File: src/hw/taylor_pkg.sv
package taylor_pkg;

    // ------------------------------------------------------------------------
    // Fixed-point format
    // ------------------------------------------------------------------------

    // Signed Q2.16
    typedef logic signed [17:0] fix_t;

    localparam fix_t FIX_ONE = 18'sh10000;

    // Highest order of the series
    localparam int N_TERMS = 10;

    // ------------------------------------------------------------------------
    // Multiply-accumulate slice interface
    // ------------------------------------------------------------------------

    typedef logic signed [47:0] mac_word_t;

    typedef enum logic [1:0] {
        MAC_NOP  = 2'd0,
        MAC_MUL  = 2'd1,
        MAC_MADD = 2'd2,
        MAC_CLR  = 2'd3
    } mac_op_e;

    typedef struct packed {
        mac_op_e   op;
        fix_t      a;
        fix_t      b;
        mac_word_t c;
    } mac_in_t;

    typedef struct packed {
        mac_word_t p;
    } mac_out_t;

    // ------------------------------------------------------------------------
    // Function select and register map
    // ------------------------------------------------------------------------

    // Codes 4 to 7 are reserved
    typedef enum logic [2:0] {
        FN_SIN  = 3'd0,
        FN_COS  = 3'd1,
        FN_SINH = 3'd2,
        FN_COSH = 3'd3
    } func_e;

    typedef struct packed {
        func_e func;
        fix_t  x;
    } calc_req_t;

    // Word offsets on adr[3:2]
    localparam logic [1:0] REG_CTRL   = 2'd0;
    localparam logic [1:0] REG_X      = 2'd1;
    localparam logic [1:0] REG_STATUS = 2'd2;
    localparam logic [1:0] REG_RESULT = 2'd3;

    localparam int CTRL_START_BIT = 8;
    localparam int STAT_BUSY_BIT  = 0;
    localparam int STAT_DONE_BIT  = 1;

endpackage
File: src/hw/taylor_unit_top.sv
`timescale 1ns/1ps

module taylor_unit_top
    import taylor_pkg::*;
#(
    parameter int ACC_W = 48
) (
    input  logic        clk,
    input  logic        reset,
    input  logic        wb_cyc,
    input  logic        wb_stb,
    input  logic        wb_we,
    input  logic [3:2]  wb_adr,
    input  logic [31:0] wb_dat_w,
    output logic [31:0] wb_dat_r,
    output logic        wb_ack
);

    logic       start;
    calc_req_t  req;
    logic       busy;
    logic       done;
    fix_t       result;
    logic [3:0] coef_idx;
    fix_t       coef;
    fix_t       recip;
    mac_in_t    mac_in;
    mac_out_t   mac_out;

    taylor_wb_regs regs0 (
        .clk    (clk),
        .reset  (reset),
        .cyc    (wb_cyc),
        .stb    (wb_stb),
        .we     (wb_we),
        .adr    (wb_adr),
        .dat_w  (wb_dat_w),
        .dat_r  (wb_dat_r),
        .ack    (wb_ack),
        .busy   (busy),
        .done   (done),
        .result (result),
        .start  (start),
        .req    (req)
    );

    taylor_sequencer #(.ACC_W(ACC_W)) seq0 (
        .clk      (clk),
        .reset    (reset),
        .start    (start),
        .req      (req),
        .coef     (coef),
        .recip    (recip),
        .coef_idx (coef_idx),
        .mac_in   (mac_in),
        .mac_out  (mac_out),
        .busy     (busy),
        .done     (done),
        .result   (result)
    );

    // Function code is held in the register block for the whole run
    taylor_coef_rom rom0 (
        .func  (req.func),
        .idx   (coef_idx),
        .coef  (coef),
        .recip (recip)
    );

    dsp_mac #(.ACC_W(ACC_W)) mac0 (
        .clk     (clk),
        .reset   (reset),
        .mac_in  (mac_in),
        .mac_out (mac_out)
    );

endmodule

File: src/hw/taylor_wb_regs.sv
`timescale 1ns/1ps

module taylor_wb_regs
    import taylor_pkg::*;
(
    input  logic        clk,
    input  logic        reset,
    input  logic        cyc,
    input  logic        stb,
    input  logic        we,
    input  logic [1:0]  adr,
    input  logic [31:0] dat_w,
    output logic [31:0] dat_r,
    output logic        ack,
    input  logic        busy,
    input  logic        done,
    input  fix_t        result,
    output logic        start,
    output calc_req_t   req
);

    logic        bus_req;
    logic        wr_en;
    logic        ctrl_wr;
    func_e       func_q;
    fix_t        x_q;
    logic        done_flag;
    fix_t        result_q;
    logic [31:0] rd_data;

    assign bus_req = cyc && stb && !ack;
    assign wr_en   = bus_req && we;
    // Control writes are dropped while a calculation runs
    assign ctrl_wr = wr_en && (adr == REG_CTRL) && !busy;

    always_ff @(posedge clk or posedge reset) begin
        if (reset) begin
            ack <= 1'b0;
        end else begin
            ack <= bus_req;
        end
    end

    // ------------------------------------------------------------------------
    // Register writes and start pulse
    // ------------------------------------------------------------------------

    always_ff @(posedge clk or posedge reset) begin
        if (reset) begin
            start  <= 1'b0;
            func_q <= FN_SIN;
            x_q    <= '0;
        end else begin
            start <= ctrl_wr && dat_w[CTRL_START_BIT];
            if (ctrl_wr) begin
                func_q <= func_e'(dat_w[2:0]);
            end
            if (wr_en && (adr == REG_X)) begin
                x_q <= dat_w[17:0];
            end
        end
    end

    assign req.func = func_q;
    assign req.x    = x_q;

    // Sticky done and captured result
    always_ff @(posedge clk or posedge reset) begin
        if (reset) begin
            done_flag <= 1'b0;
            result_q  <= '0;
        end else begin
            if (start) begin
                done_flag <= 1'b0;
            end else if (done) begin
                done_flag <= 1'b1;
            end
            if (done) begin
                result_q <= result;
            end
        end
    end

    // ------------------------------------------------------------------------
    // Read path, data returned with ack
    // ------------------------------------------------------------------------

    always_comb begin
        rd_data = '0;
        case (adr)
            REG_CTRL:   rd_data[2:0] = func_q;
            REG_X:      rd_data = 32'(x_q);
            REG_STATUS: begin
                rd_data[STAT_BUSY_BIT] = busy;
                rd_data[STAT_DONE_BIT] = done_flag;
            end
            default:    rd_data = 32'(result_q);
        endcase
    end

    always_ff @(posedge clk or posedge reset) begin
        if (reset) begin
            dat_r <= '0;
        end else if (bus_req) begin
            dat_r <= rd_data;
        end
    end

endmodule

File: src/hw/taylor_sequencer.sv
`timescale 1ns/1ps

module taylor_sequencer
    import taylor_pkg::*;
#(
    parameter int ACC_W = 48
) (
    input  logic       clk,
    input  logic       reset,
    input  logic       start,
    input  calc_req_t  req,
    input  fix_t       coef,
    input  fix_t       recip,
    output logic [3:0] coef_idx,
    output mac_in_t    mac_in,
    input  mac_out_t   mac_out,
    output logic       busy,
    output logic       done,
    output fix_t       result
);

    // ------------------------------------------------------------------------
    // Microcode task flags
    // ------------------------------------------------------------------------

    localparam logic [12:0] T_NOP       = 13'h0000;
    localparam logic [12:0] T_WAIT_IN   = 13'h0001;
    localparam logic [12:0] T_MUL_X_R   = 13'h0002;
    localparam logic [12:0] T_MUL_T_R   = 13'h0004;
    localparam logic [12:0] T_MADD_T_C  = 13'h0008;
    localparam logic [12:0] T_MOV_I_0   = 13'h0010;
    localparam logic [12:0] T_MOV_J_1   = 13'h0020;
    localparam logic [12:0] T_INC_I     = 13'h0040;
    localparam logic [12:0] T_INC_J     = 13'h0080;
    localparam logic [12:0] T_REPEAT_10 = 13'h0100;
    localparam logic [12:0] T_MOV_RES   = 13'h0200;
    localparam logic [12:0] T_JP_0      = 13'h0400;
    localparam logic [12:0] T_JP_3      = 13'h0800;
    localparam logic [12:0] T_JP_7      = 13'h1000;

    localparam logic [3:0] PC_IDLE  = 4'h0;
    localparam logic [3:0] PC_PH2   = 4'h3;
    localparam logic [3:0] PC_PH3   = 4'h7;
    localparam logic [3:0] END_IDX  = 4'(N_TERMS + 1);
    localparam logic [3:0] RPT_LAST = 4'(N_TERMS - 1);

    // Pending write of a slice result into r or term
    typedef struct packed {
        logic       en;
        logic       to_term;
        logic [3:0] idx;
    } wb_tag_t;

    logic [3:0]              pc;
    logic [12:0]             tasks;
    logic [3:0]              rpt_cnt;
    logic [3:0]              i_reg;
    logic [3:0]              j_reg;
    fix_t                    x_reg;
    fix_t                    r_mem [0:N_TERMS];
    fix_t                    t_mem [0:N_TERMS];
    wb_tag_t                 wb_issue;
    wb_tag_t [2:0]           wb_pipe;
    logic signed [ACC_W-1:0] acc_fb;
    fix_t                    p_fix;
    fix_t                    term_rd;
    logic                    hold;

    // Phase 1 at pc 1, phase 2 loops on 3..5, phase 3 loops on 7..9
    always_comb begin
        case (pc)
            4'h0:    tasks = T_WAIT_IN | T_MOV_I_0 | T_MOV_J_1;
            4'h1:    tasks = T_REPEAT_10 | T_MUL_X_R | T_INC_J;
            4'h2:    tasks = T_MOV_I_0 | T_MOV_J_1;
            4'h3:    tasks = T_MUL_T_R | T_INC_I | T_INC_J;
            4'h4:    tasks = T_NOP;
            4'h5:    tasks = (j_reg != END_IDX) ? T_JP_3 : T_NOP;
            4'h6:    tasks = T_MOV_I_0;
            4'h7:    tasks = T_MADD_T_C | T_INC_I;
            4'h8:    tasks = T_NOP;
            4'h9:    tasks = (i_reg != END_IDX) ? T_JP_7 : T_NOP;
            4'ha:    tasks = T_MOV_RES | T_JP_0;
            default: tasks = T_JP_0;
        endcase
    end

    assign hold = (|(tasks & T_WAIT_IN) && !start) ||
                  (|(tasks & T_REPEAT_10) && (rpt_cnt != RPT_LAST));

    always_ff @(posedge clk or posedge reset) begin
        if (reset) begin
            pc <= PC_IDLE;
        end else if (|(tasks & T_JP_0)) begin
            pc <= PC_IDLE;
        end else if (|(tasks & T_JP_3)) begin
            pc <= PC_PH2;
        end else if (|(tasks & T_JP_7)) begin
            pc <= PC_PH3;
        end else if (!hold) begin
            pc <= pc + 4'h1;
        end
    end

    always_ff @(posedge clk or posedge reset) begin
        if (reset) begin
            rpt_cnt <= '0;
        end else if (|(tasks & T_REPEAT_10) && (rpt_cnt != RPT_LAST)) begin
            rpt_cnt <= rpt_cnt + 4'h1;
        end else begin
            rpt_cnt <= '0;
        end
    end

    // Index registers
    always_ff @(posedge clk or posedge reset) begin
        if (reset) begin
            i_reg <= '0;
            j_reg <= '0;
        end else begin
            if (|(tasks & T_MOV_I_0)) begin
                i_reg <= '0;
            end else if (|(tasks & T_INC_I)) begin
                i_reg <= i_reg + 4'h1;
            end
            if (|(tasks & T_MOV_J_1)) begin
                j_reg <= 4'h1;
            end else if (|(tasks & T_INC_J)) begin
                j_reg <= j_reg + 4'h1;
            end
        end
    end

    always_ff @(posedge clk) begin
        if (|(tasks & T_WAIT_IN) && start) begin
            x_reg <= req.x;
        end
    end

    // ------------------------------------------------------------------------
    // Write-back aligned to the slice latency
    // ------------------------------------------------------------------------

    assign acc_fb = ACC_W'(mac_out.p);
    assign p_fix  = acc_fb[33:16];

    assign wb_issue.en      = |(tasks & (T_MUL_X_R | T_MUL_T_R));
    assign wb_issue.to_term = |(tasks & T_MUL_T_R);
    assign wb_issue.idx     = j_reg;

    always_ff @(posedge clk or posedge reset) begin
        if (reset) begin
            wb_pipe <= '0;
        end else begin
            wb_pipe <= {wb_pipe[1:0], wb_issue};
        end
    end

    always_ff @(posedge clk) begin
        if (|(tasks & T_WAIT_IN)) begin
            t_mem[0] <= FIX_ONE;
        end
        if (wb_pipe[2].en) begin
            if (wb_pipe[2].to_term) begin
                t_mem[wb_pipe[2].idx] <= p_fix;
            end else begin
                r_mem[wb_pipe[2].idx] <= p_fix;
            end
        end
    end

    // Forward the term that is being written this cycle
    assign term_rd = (wb_pipe[2].en && wb_pipe[2].to_term && (wb_pipe[2].idx == i_reg)) ?
                     p_fix : t_mem[i_reg];

    // ------------------------------------------------------------------------
    // Slice operands
    // ------------------------------------------------------------------------

    assign coef_idx = |(tasks & T_MUL_X_R) ? j_reg : i_reg;

    always_comb begin
        mac_in    = '0;
        mac_in.op = MAC_NOP;
        if (|(tasks & T_MUL_X_R)) begin
            mac_in.op = MAC_MUL;
            mac_in.a  = x_reg;
            mac_in.b  = recip;
        end else if (|(tasks & T_MUL_T_R)) begin
            mac_in.op = MAC_MUL;
            mac_in.a  = term_rd;
            mac_in.b  = r_mem[j_reg];
        end else if (|(tasks & T_MADD_T_C)) begin
            mac_in.op = MAC_MADD;
            mac_in.a  = term_rd;
            mac_in.b  = coef;
            // First order starts the sum from zero
            mac_in.c  = (i_reg == 4'h0) ? '0 : mac_word_t'(acc_fb);
        end
    end

    always_ff @(posedge clk or posedge reset) begin
        if (reset) begin
            done   <= 1'b0;
            result <= '0;
        end else begin
            done <= |(tasks & T_MOV_RES);
            if (|(tasks & T_MOV_RES)) begin
                result <= p_fix;
            end
        end
    end

    assign busy = (pc != PC_IDLE);

endmodule

File: src/hw/dsp_mac.sv
`timescale 1ns/1ps

module dsp_mac
    import taylor_pkg::*;
#(
    parameter int ACC_W = 48
) (
    input  logic     clk,
    input  logic     reset,
    input  mac_in_t  mac_in,
    output mac_out_t mac_out
);

    mac_op_e                 op_s1;
    mac_op_e                 op_s2;
    fix_t                    a_s1;
    fix_t                    b_s1;
    mac_word_t               c_s1;
    mac_word_t               c_s2;
    logic signed [35:0]      prod_s2;
    logic signed [ACC_W-1:0] acc;

    // Opcode travels with the data
    always_ff @(posedge clk or posedge reset) begin
        if (reset) begin
            op_s1 <= MAC_NOP;
            op_s2 <= MAC_NOP;
        end else begin
            op_s1 <= mac_in.op;
            op_s2 <= op_s1;
        end
    end

    // Input and product stages, c kept in step with the product
    always_ff @(posedge clk) begin
        a_s1    <= mac_in.a;
        b_s1    <= mac_in.b;
        c_s1    <= mac_in.c;
        prod_s2 <= a_s1 * b_s1;
        c_s2    <= c_s1;
    end

    // Accumulator stage at full precision
    always_ff @(posedge clk or posedge reset) begin
        if (reset) begin
            acc <= '0;
        end else begin
            case (op_s2)
                MAC_MUL:  acc <= ACC_W'(prod_s2);
                MAC_MADD: acc <= ACC_W'(prod_s2) + ACC_W'(c_s2);
                MAC_CLR:  acc <= '0;
                default:  acc <= acc;
            endcase
        end
    end

    assign mac_out.p = mac_word_t'(acc);

endmodule

File: src/hw/taylor_coef_rom.sv
`timescale 1ns/1ps

module taylor_coef_rom
    import taylor_pkg::*;
(
    input  func_e      func,
    input  logic [3:0] idx,
    output fix_t       coef,
    output fix_t       recip
);

    localparam fix_t FIX_MINUS_ONE = -FIX_ONE;

    // Sign of the derivative at zero, per function and order
    always_comb begin
        case (func)
            FN_SIN: begin
                case (idx[1:0])
                    2'd1:    coef = FIX_ONE;
                    2'd3:    coef = FIX_MINUS_ONE;
                    default: coef = '0;
                endcase
            end
            FN_COS: begin
                case (idx[1:0])
                    2'd0:    coef = FIX_ONE;
                    2'd2:    coef = FIX_MINUS_ONE;
                    default: coef = '0;
                endcase
            end
            FN_SINH: coef = idx[0] ? FIX_ONE : '0;
            FN_COSH: coef = idx[0] ? '0 : FIX_ONE;
            default: coef = '0;
        endcase
        // Nothing beyond the last order
        if (idx > 4'(N_TERMS)) begin
            coef = '0;
        end
    end

    // 1/n truncated, 1.0 at n = 0
    always_comb begin
        case (idx)
            4'd0:    recip = 18'sh10000;
            4'd1:    recip = 18'sh10000;
            4'd2:    recip = 18'sh08000;
            4'd3:    recip = 18'sh05555;
            4'd4:    recip = 18'sh04000;
            4'd5:    recip = 18'sh03333;
            4'd6:    recip = 18'sh02aaa;
            4'd7:    recip = 18'sh02492;
            4'd8:    recip = 18'sh02000;
            4'd9:    recip = 18'sh01c71;
            4'd10:   recip = 18'sh01999;
            default: recip = '0;
        endcase
    end

endmodule

File: config.mk
export PLATFORM = sky130hd
export DESIGN_NAME = taylor_unit_top
export DESIGN_NICKNAME = d
export VERILOG_FILES = /design/src/hw/taylor_pkg.sv /design/src/hw/taylor_unit_top.sv /design/src/hw/taylor_wb_regs.sv /design/src/hw/taylor_sequencer.sv /design/src/hw/dsp_mac.sv /design/src/hw/taylor_coef_rom.sv
export SDC_FILE = /design/constraint.sdc
export NUM_CORES = 2
export LEC_CHECK = 0
export BUFFER_PORTS_ARGS = -buffer_cell sky130_fd_sc_hd__buf_4
export CORE_ASPECT_RATIO = 0.8
export CORE_MARGIN = 2
export CORE_UTILIZATION = 48
export CTS_CLUSTER_SIZE = 10
export DETAILED_ROUTE_END_ITERATION = 7
export PLACE_DENSITY_LB_ADDON = 0.05
export SYNTH_ARGS = -nofsm -noshare
export SYNTH_HDL_FRONTEND = slang
export SYNTH_SLANG_ARGS = --single-unit
File: constraint.sdc
create_clock -name clk -period 12.5 [get_ports clk]
set_input_delay 1.875 -clock clk [delete_from_list [all_inputs] [get_ports clk]]
set_output_delay 1.875 -clock clk [all_outputs]
set_load 0.05 [all_outputs]
Yosys cells after proc, flatten, opt, wreduce, memory -nomap -nowiden. Memory sizes are Yosys's and may differ from the RTL's. Index checks and enable logic that the tools add are counted.

Add/subtract/negate cells: 5. Multipliers: 1. Order comparisons: 1. Equality and inequality tests: 26. Multiplexer cells: 38. Bitwise operators: 1. Reductions and logical operators: 30.

Operator list (number): 48-bit one-hot mux with 3 select lines (1); 13-bit one-hot mux with 10 select lines (1); 86-bit 2-to-1 mux (1); 38-bit 2-to-1 mux (2); 18-bit one-hot mux with 2 select lines (2); 18-bit one-hot mux with 4 select lines (1); 29-bit one-hot mux with 2 select lines (1); 36-bit by 48-bit adder with 48-bit output (1); 48-bit 2-to-1 mux (1); 4-bit 2-to-1 mux (10); 18-bit by 18-bit multiplier with 36-bit output (1); 18-bit 2-to-1 mux (2); 17-bit 2-to-1 mux (2); 4-bit by 1-bit adder with 4-bit output, second input constant (4); 4-bit by 3-bit equality test with 1-bit output, second input constant (4); 13-bit 2-to-1 mux (1); 4-bit equality test, second input constant (3); 1-bit logical AND (12); 12-bit 2-to-1 mux (1); 4-bit inequality test, second input constant (3); 2-bit equality test, second input constant (5); 1-bit 2-to-1 mux (10); 4-bit by 2-bit equality test with 1-bit output, second input constant (2); 4-bit zero test (2); other kinds (19) (29).

Register bits after elaboration: 365. Bits in writable memories: 396. Bits in read-only memories: 272. Bits of input ports: 39. Output and inout bits: 33. Word-level logic and storage cells: 136. Memories kept: 3.

Memory list: (no name shown) (words 16, width 17, rd ports 1, clocked after memory_dff 0, write ports 0, RTL line taylor_coef_rom.sv:43) `case (idx)`; seq0.r_mem (words 11, width 18, rd ports 1, clocked after memory_dff 0, write ports 1, RTL line taylor_sequencer.sv:60) `fix_t r_mem [0:N_TERMS];`; seq0.t_mem (words 11, width 18, rd ports 1, clocked after memory_dff 0, write ports 2, RTL line taylor_sequencer.sv:61) `fix_t t_mem [0:N_TERMS];`.

Logic depth before layout (Yosys ltp).
Word-level depth: 11. Depth in mapped cells: 26. Gate-level depth less buffers: 24.

Modules after synthesis. From an unflattened synthesis, not the netlist that was laid out.

Cells, all modules: 3430. Area total of the unflattened synthesis: 42468.2 µm².

Modules (own cells, without submodules): dsp_mac (instances 1, cells an instance 2034, area each 20041.7 µm², sequential area each 4664.5 µm²); taylor_sequencer (instances 1, cells an instance 1138, area each 19286.0 µm², sequential area each 13758.2 µm²); taylor_wb_regs (instances 1, cells an instance 188, area each 2647.5 µm², sequential area each 1501.4 µm²); taylor_coef_rom (instances 1, cells an instance 70, area each 493.0 µm², sequential area each 0.0 µm²).

Least setup slack after synthesis. No wires, ideal clock.

Kind: reg-to-reg. Start point: register mac0.a_s1[10]. End point: register mac0.prod_s2[32]. Setup time: 0.072 ns. Data arrival time: 6.171 ns. Data required time: 12.428 ns. Path slack: 6.257 ns. Cell stages (with the launch flop): 24. Path buffers: 2. Clock period less this slack: 6.243 ns. Cell sequence: dfxtp_1 > clkbuf_1 > nand2_1 > fa_1 > fa_1 > fa_1 > fa_1 > inv_1 > fa_1 > inv_1 > fa_1 > inv_1 > ha_1 > buf_6 > a21o_1 > a21o_1 > a21o_1 > a311o_1 > or2_1 > a41oi_2 > a211oi_1 > a211o_1 > a21oi_2 > xnor2_1.

Longest elaborated chain between the ends: 1.

RTL lines: start: declaration (RTL line dsp_mac.sv:16) `fix_t a_s1;`; start signal: assignment (RTL line dsp_mac.sv:36) `a_s1 <= mac_in.a;`; 18-bit by 18-bit multiplier with 36-bit output (RTL line dsp_mac.sv:39) `prod_s2 <= a_s1 * b_s1;`; end signal: assignment (RTL line dsp_mac.sv:39); end: declaration (RTL line dsp_mac.sv:20) `logic signed [35:0] prod_s2;`.

Every way passes these cells. A chain may end at the register's enable or synchronous reset.

Worst setup path in the final report.
Start point: register mac0.b_s1[3]. End point: register mac0.prod_s2[33].

Longest elaborated chain between the ends: 1.

RTL lines: start: declaration (RTL line dsp_mac.sv:17) `fix_t b_s1;`; start signal: assignment (RTL line dsp_mac.sv:37) `b_s1 <= mac_in.b;`; 18-bit by 18-bit multiplier with 36-bit output (RTL line dsp_mac.sv:39).

Every way passes these cells.

==> impl_metrics.ini <==
[place]
gp_congestion = 0.905
port_buffers = 57
dpl.hpwl_mm = 65.1

[detailed_routing]
wl_mm = 94.9
first_pass_iters = 5
vias = 23276
drt_iter0_drc = 1636
wl_per_cell_um = 22.1
ant_nets = 0
vias_per_cell = 5.41
drc = 0

[clocking]
cts.clk_slew.worst_paths_ns = 0.05
cts_sinks = 701
root_buffer = clkbuf_16
cts_buffers = 80
clockBufferDepth = 3
cts_max_level = 3
clkLatencyLatePin_ns = 0.63
cts_setup_buffers = 0
post_cts_resized = 0
cts_tree = built
hold_buffers = 0

[yosys]
synth_area_leader_cell = edfxtp_1
synth_cell_types = 64
syn-num-nets = 3584
yosys_warnings = 0
synth_seq_cells = 701
ys.flop_type = edfxtp_1
netlist_area_um2 = 39100
synth.most_common_cell = edfxtp_1
synth_commonest_cells = 414 x edfxtp_1, 372 x inv_1, 316 x fa_1
synth_top_cell_area_share = 0.318
synth_edf_count = 414
syn_inst = 3091
avgSynthCellArea_um2 = 12.7
synthTopCellsByArea = edfxtp_1 32%, fa_1 16%, dfrtp_1 9.5%
yosysSeqAreaShare = 0.484
synthArstFlopShare = 0.213

[global_route]
grt_pass1_vias = 24737
grt-ovfl-total = 0
grt_pass1_wl_mm = 148
grt_antenna_before_repair = 5
grt_max_degree = 63
grt.total_usage = 0.235

[critical_path]
cp_max_fo = 18
crit_path_end_kind = flip-flop
cp_slowest_cell = dfxtp_1
critPathKind = flip-flop to flip-flop
arrival_ns = 7.81
worstPathRequired_ns = 12.96
worstPathCellList = nand2_1 -> fa_1 -> fa_1 -> inv_1 -> fa_1 -> fa_1 -> fa_1 -> fa_1 -> ha_1 -> a21o_1 -> a21o_1 -> a21oi_1 -> o211ai_1 -> nand2_1 -> o2111ai_1 -> a21oi_1 -> xnor2_1
reg2regPathDepth = 17
max_stage_delay_ns = 0.94
crit_path_frequent_cell = fa_1
cp-start-kind = flip-flop

[worst_hold_path]
min_path_type = flip-flop to flip-flop
min_path_cells = 0

[cells_and_area]
final_nets = 3643
layout-drive-gt1-share = 0.116
regArea_um2 = 18900
fill_cells = 6896
area_growth_pct = 10.4
multi_input_area_um2 = 18200
final_util = 0.536

[sta]
fin_skew_ns = 0.0152
final-setup-viol-count = 0
min_period_over_period = 0.588
slew_viol_final = 0
worstMarginPinSlew_ns = 1.09
finalHoldViolations = 0
fin_crit_ns = 7.35
fmax_ghz = 0.136
rsz0062_at_grt = no
slew_headroom = 0.274
fin_tns_setup_ns = 0

[die]
start_util = 0.485
coreArea_um2 = 80600
die_x_um = 323
die_h_um = 259
pin_count = 72
die_area_um2 = 83800
rows = 93

[power]
ir_worst_vdd_mv = 0.115
leakage_nw = 18.3
p_per_area_nw_per_um2 = 171

[run]
drv_cap = 0

[outcome]
status = finished, final reports clean
==> final timing paths <==
kind | start | endpoint | slack [ns]
hold / removal | mac0.c_s1[29] | mac0.c_s2[29] | 0.32
setup / recovery | mac0.b_s1[3] | mac0.prod_s2[33] | 5.15
setup reg to reg | mac0.b_s1[3] | mac0.prod_s2[33] | 5.15
min in group asynchronous | reset | regs0.dat_r[30] | 1.26
max in group asynchronous | reset | seq0.j_reg[0] | 9.31
hold reg to reg | mac0.c_s1[29] | mac0.c_s2[29] | 0.32
==> layout make-up <==
class / count / area share
flip-flops and latches: 701 / 0.438
multi-input cells: 1871 / 0.422
clock buffers: 134 / 0.0518
inverters: 373 / 0.0325
well taps: 1092 / 0.0316
repair buffers: 123 / 0.0214
clock inverters: 7 / 0.00252
diodes: 3 / 0.000174
==> layout by cell type (no fill, tap or decap), drive strengths merged, types with 4 or more instances in the layout <==
master	n
or2	5
inv	377
a211o	4
dfrtp	149
dfxtp	138
fa	316
xor2	23
mux2i	144
nand2b	16
o22ai	37
a211oi	12
xnor2	58
a31oi	4
buf	123
a21o	29
nor2b	15
and2	221
and3	5
ha	138
o211ai	21
mux4	75
a22o	15
a22oi	5
nor3b	4
edfxtp	414
nor2	139
nand2	260
o21a	14
o32ai	7
a21oi	76
nor3	8
mux2	57
nand4	6
clkbuf	134
o31ai	5
nand3	16
o21ai	98
o21bai	10
==> per-layer routing <==
metal / vias up / track usage / share of wire
met3: 144 / 0.0450 / 0.065
met1: 11914 / 0.343 / 0.46
met2: 664 / 0.365 / 0.45
met5: - / 0 / 0.00026
li1: 10550 / - / -
met4: 4 / 0.0609 / 0.023
==> cells by family (layout without fill, tap and decap cells) <==
group	Yosys count	count (layout)	share of synthesized area
multiplexers	276	276	0.0964
adder cells (fa/ha/maj)	454	454	0.206
XOR/XNOR	81	81	0.0181
other	0	3	0
AO/OA/AOI/OAI	353	353	0.0572
AND/OR/NAND/NOR	707	707	0.0872
flip-flops	701	701	0.484
buffers and inverters	519	637	0.0516
==> worst max-delay path, delay by kind of cell (launching register included) <==
family | cells | cell delay, ns
AO/OA/AOI/OAI | 6 | 1.37
XOR/XNOR | 1 | 0.27
adder cells (fa/ha/maj) | 7 | 3.79
buffers and inverters | 1 | 0.25
flip-flops | 1 | 0.94
AND/OR/NAND/NOR | 2 | 0.55
==> power by group <==
part / internal [W] / total [W] / leakage [nW] / switching [W]
sequential: 0.00288 / 0.00331 / 6.87 / 0.000422
combinational: 0.000740 / 0.00196 / 10.3 / 0.00122
clock: 0.00124 / 0.00214 / 1.12 / 0.000900
==> metrics by stage <==
step / instances / hold WS (ns) / setup WS (ns) / power, W / instance area [µm²]
after floorplan: 3091 / 0.310 / 6.26 / 0.00445 / 39100
after global placement: 4160 / 0.311 / 5.31 / 0.00529 / 40800
after detailed placement: 4160 / 0.312 / 5.31 / 0.00533 / 40800
after CTS: 4301 / 0.321 / 5.28 / 0.00749 / 43200
after global routing: 4301 / 0.330 / 4.92 / 0.00779 / 43200
final: 4304 / 0.321 / 5.15 / 0.00740 / 43200
Power figures use the tool's default switching activity.
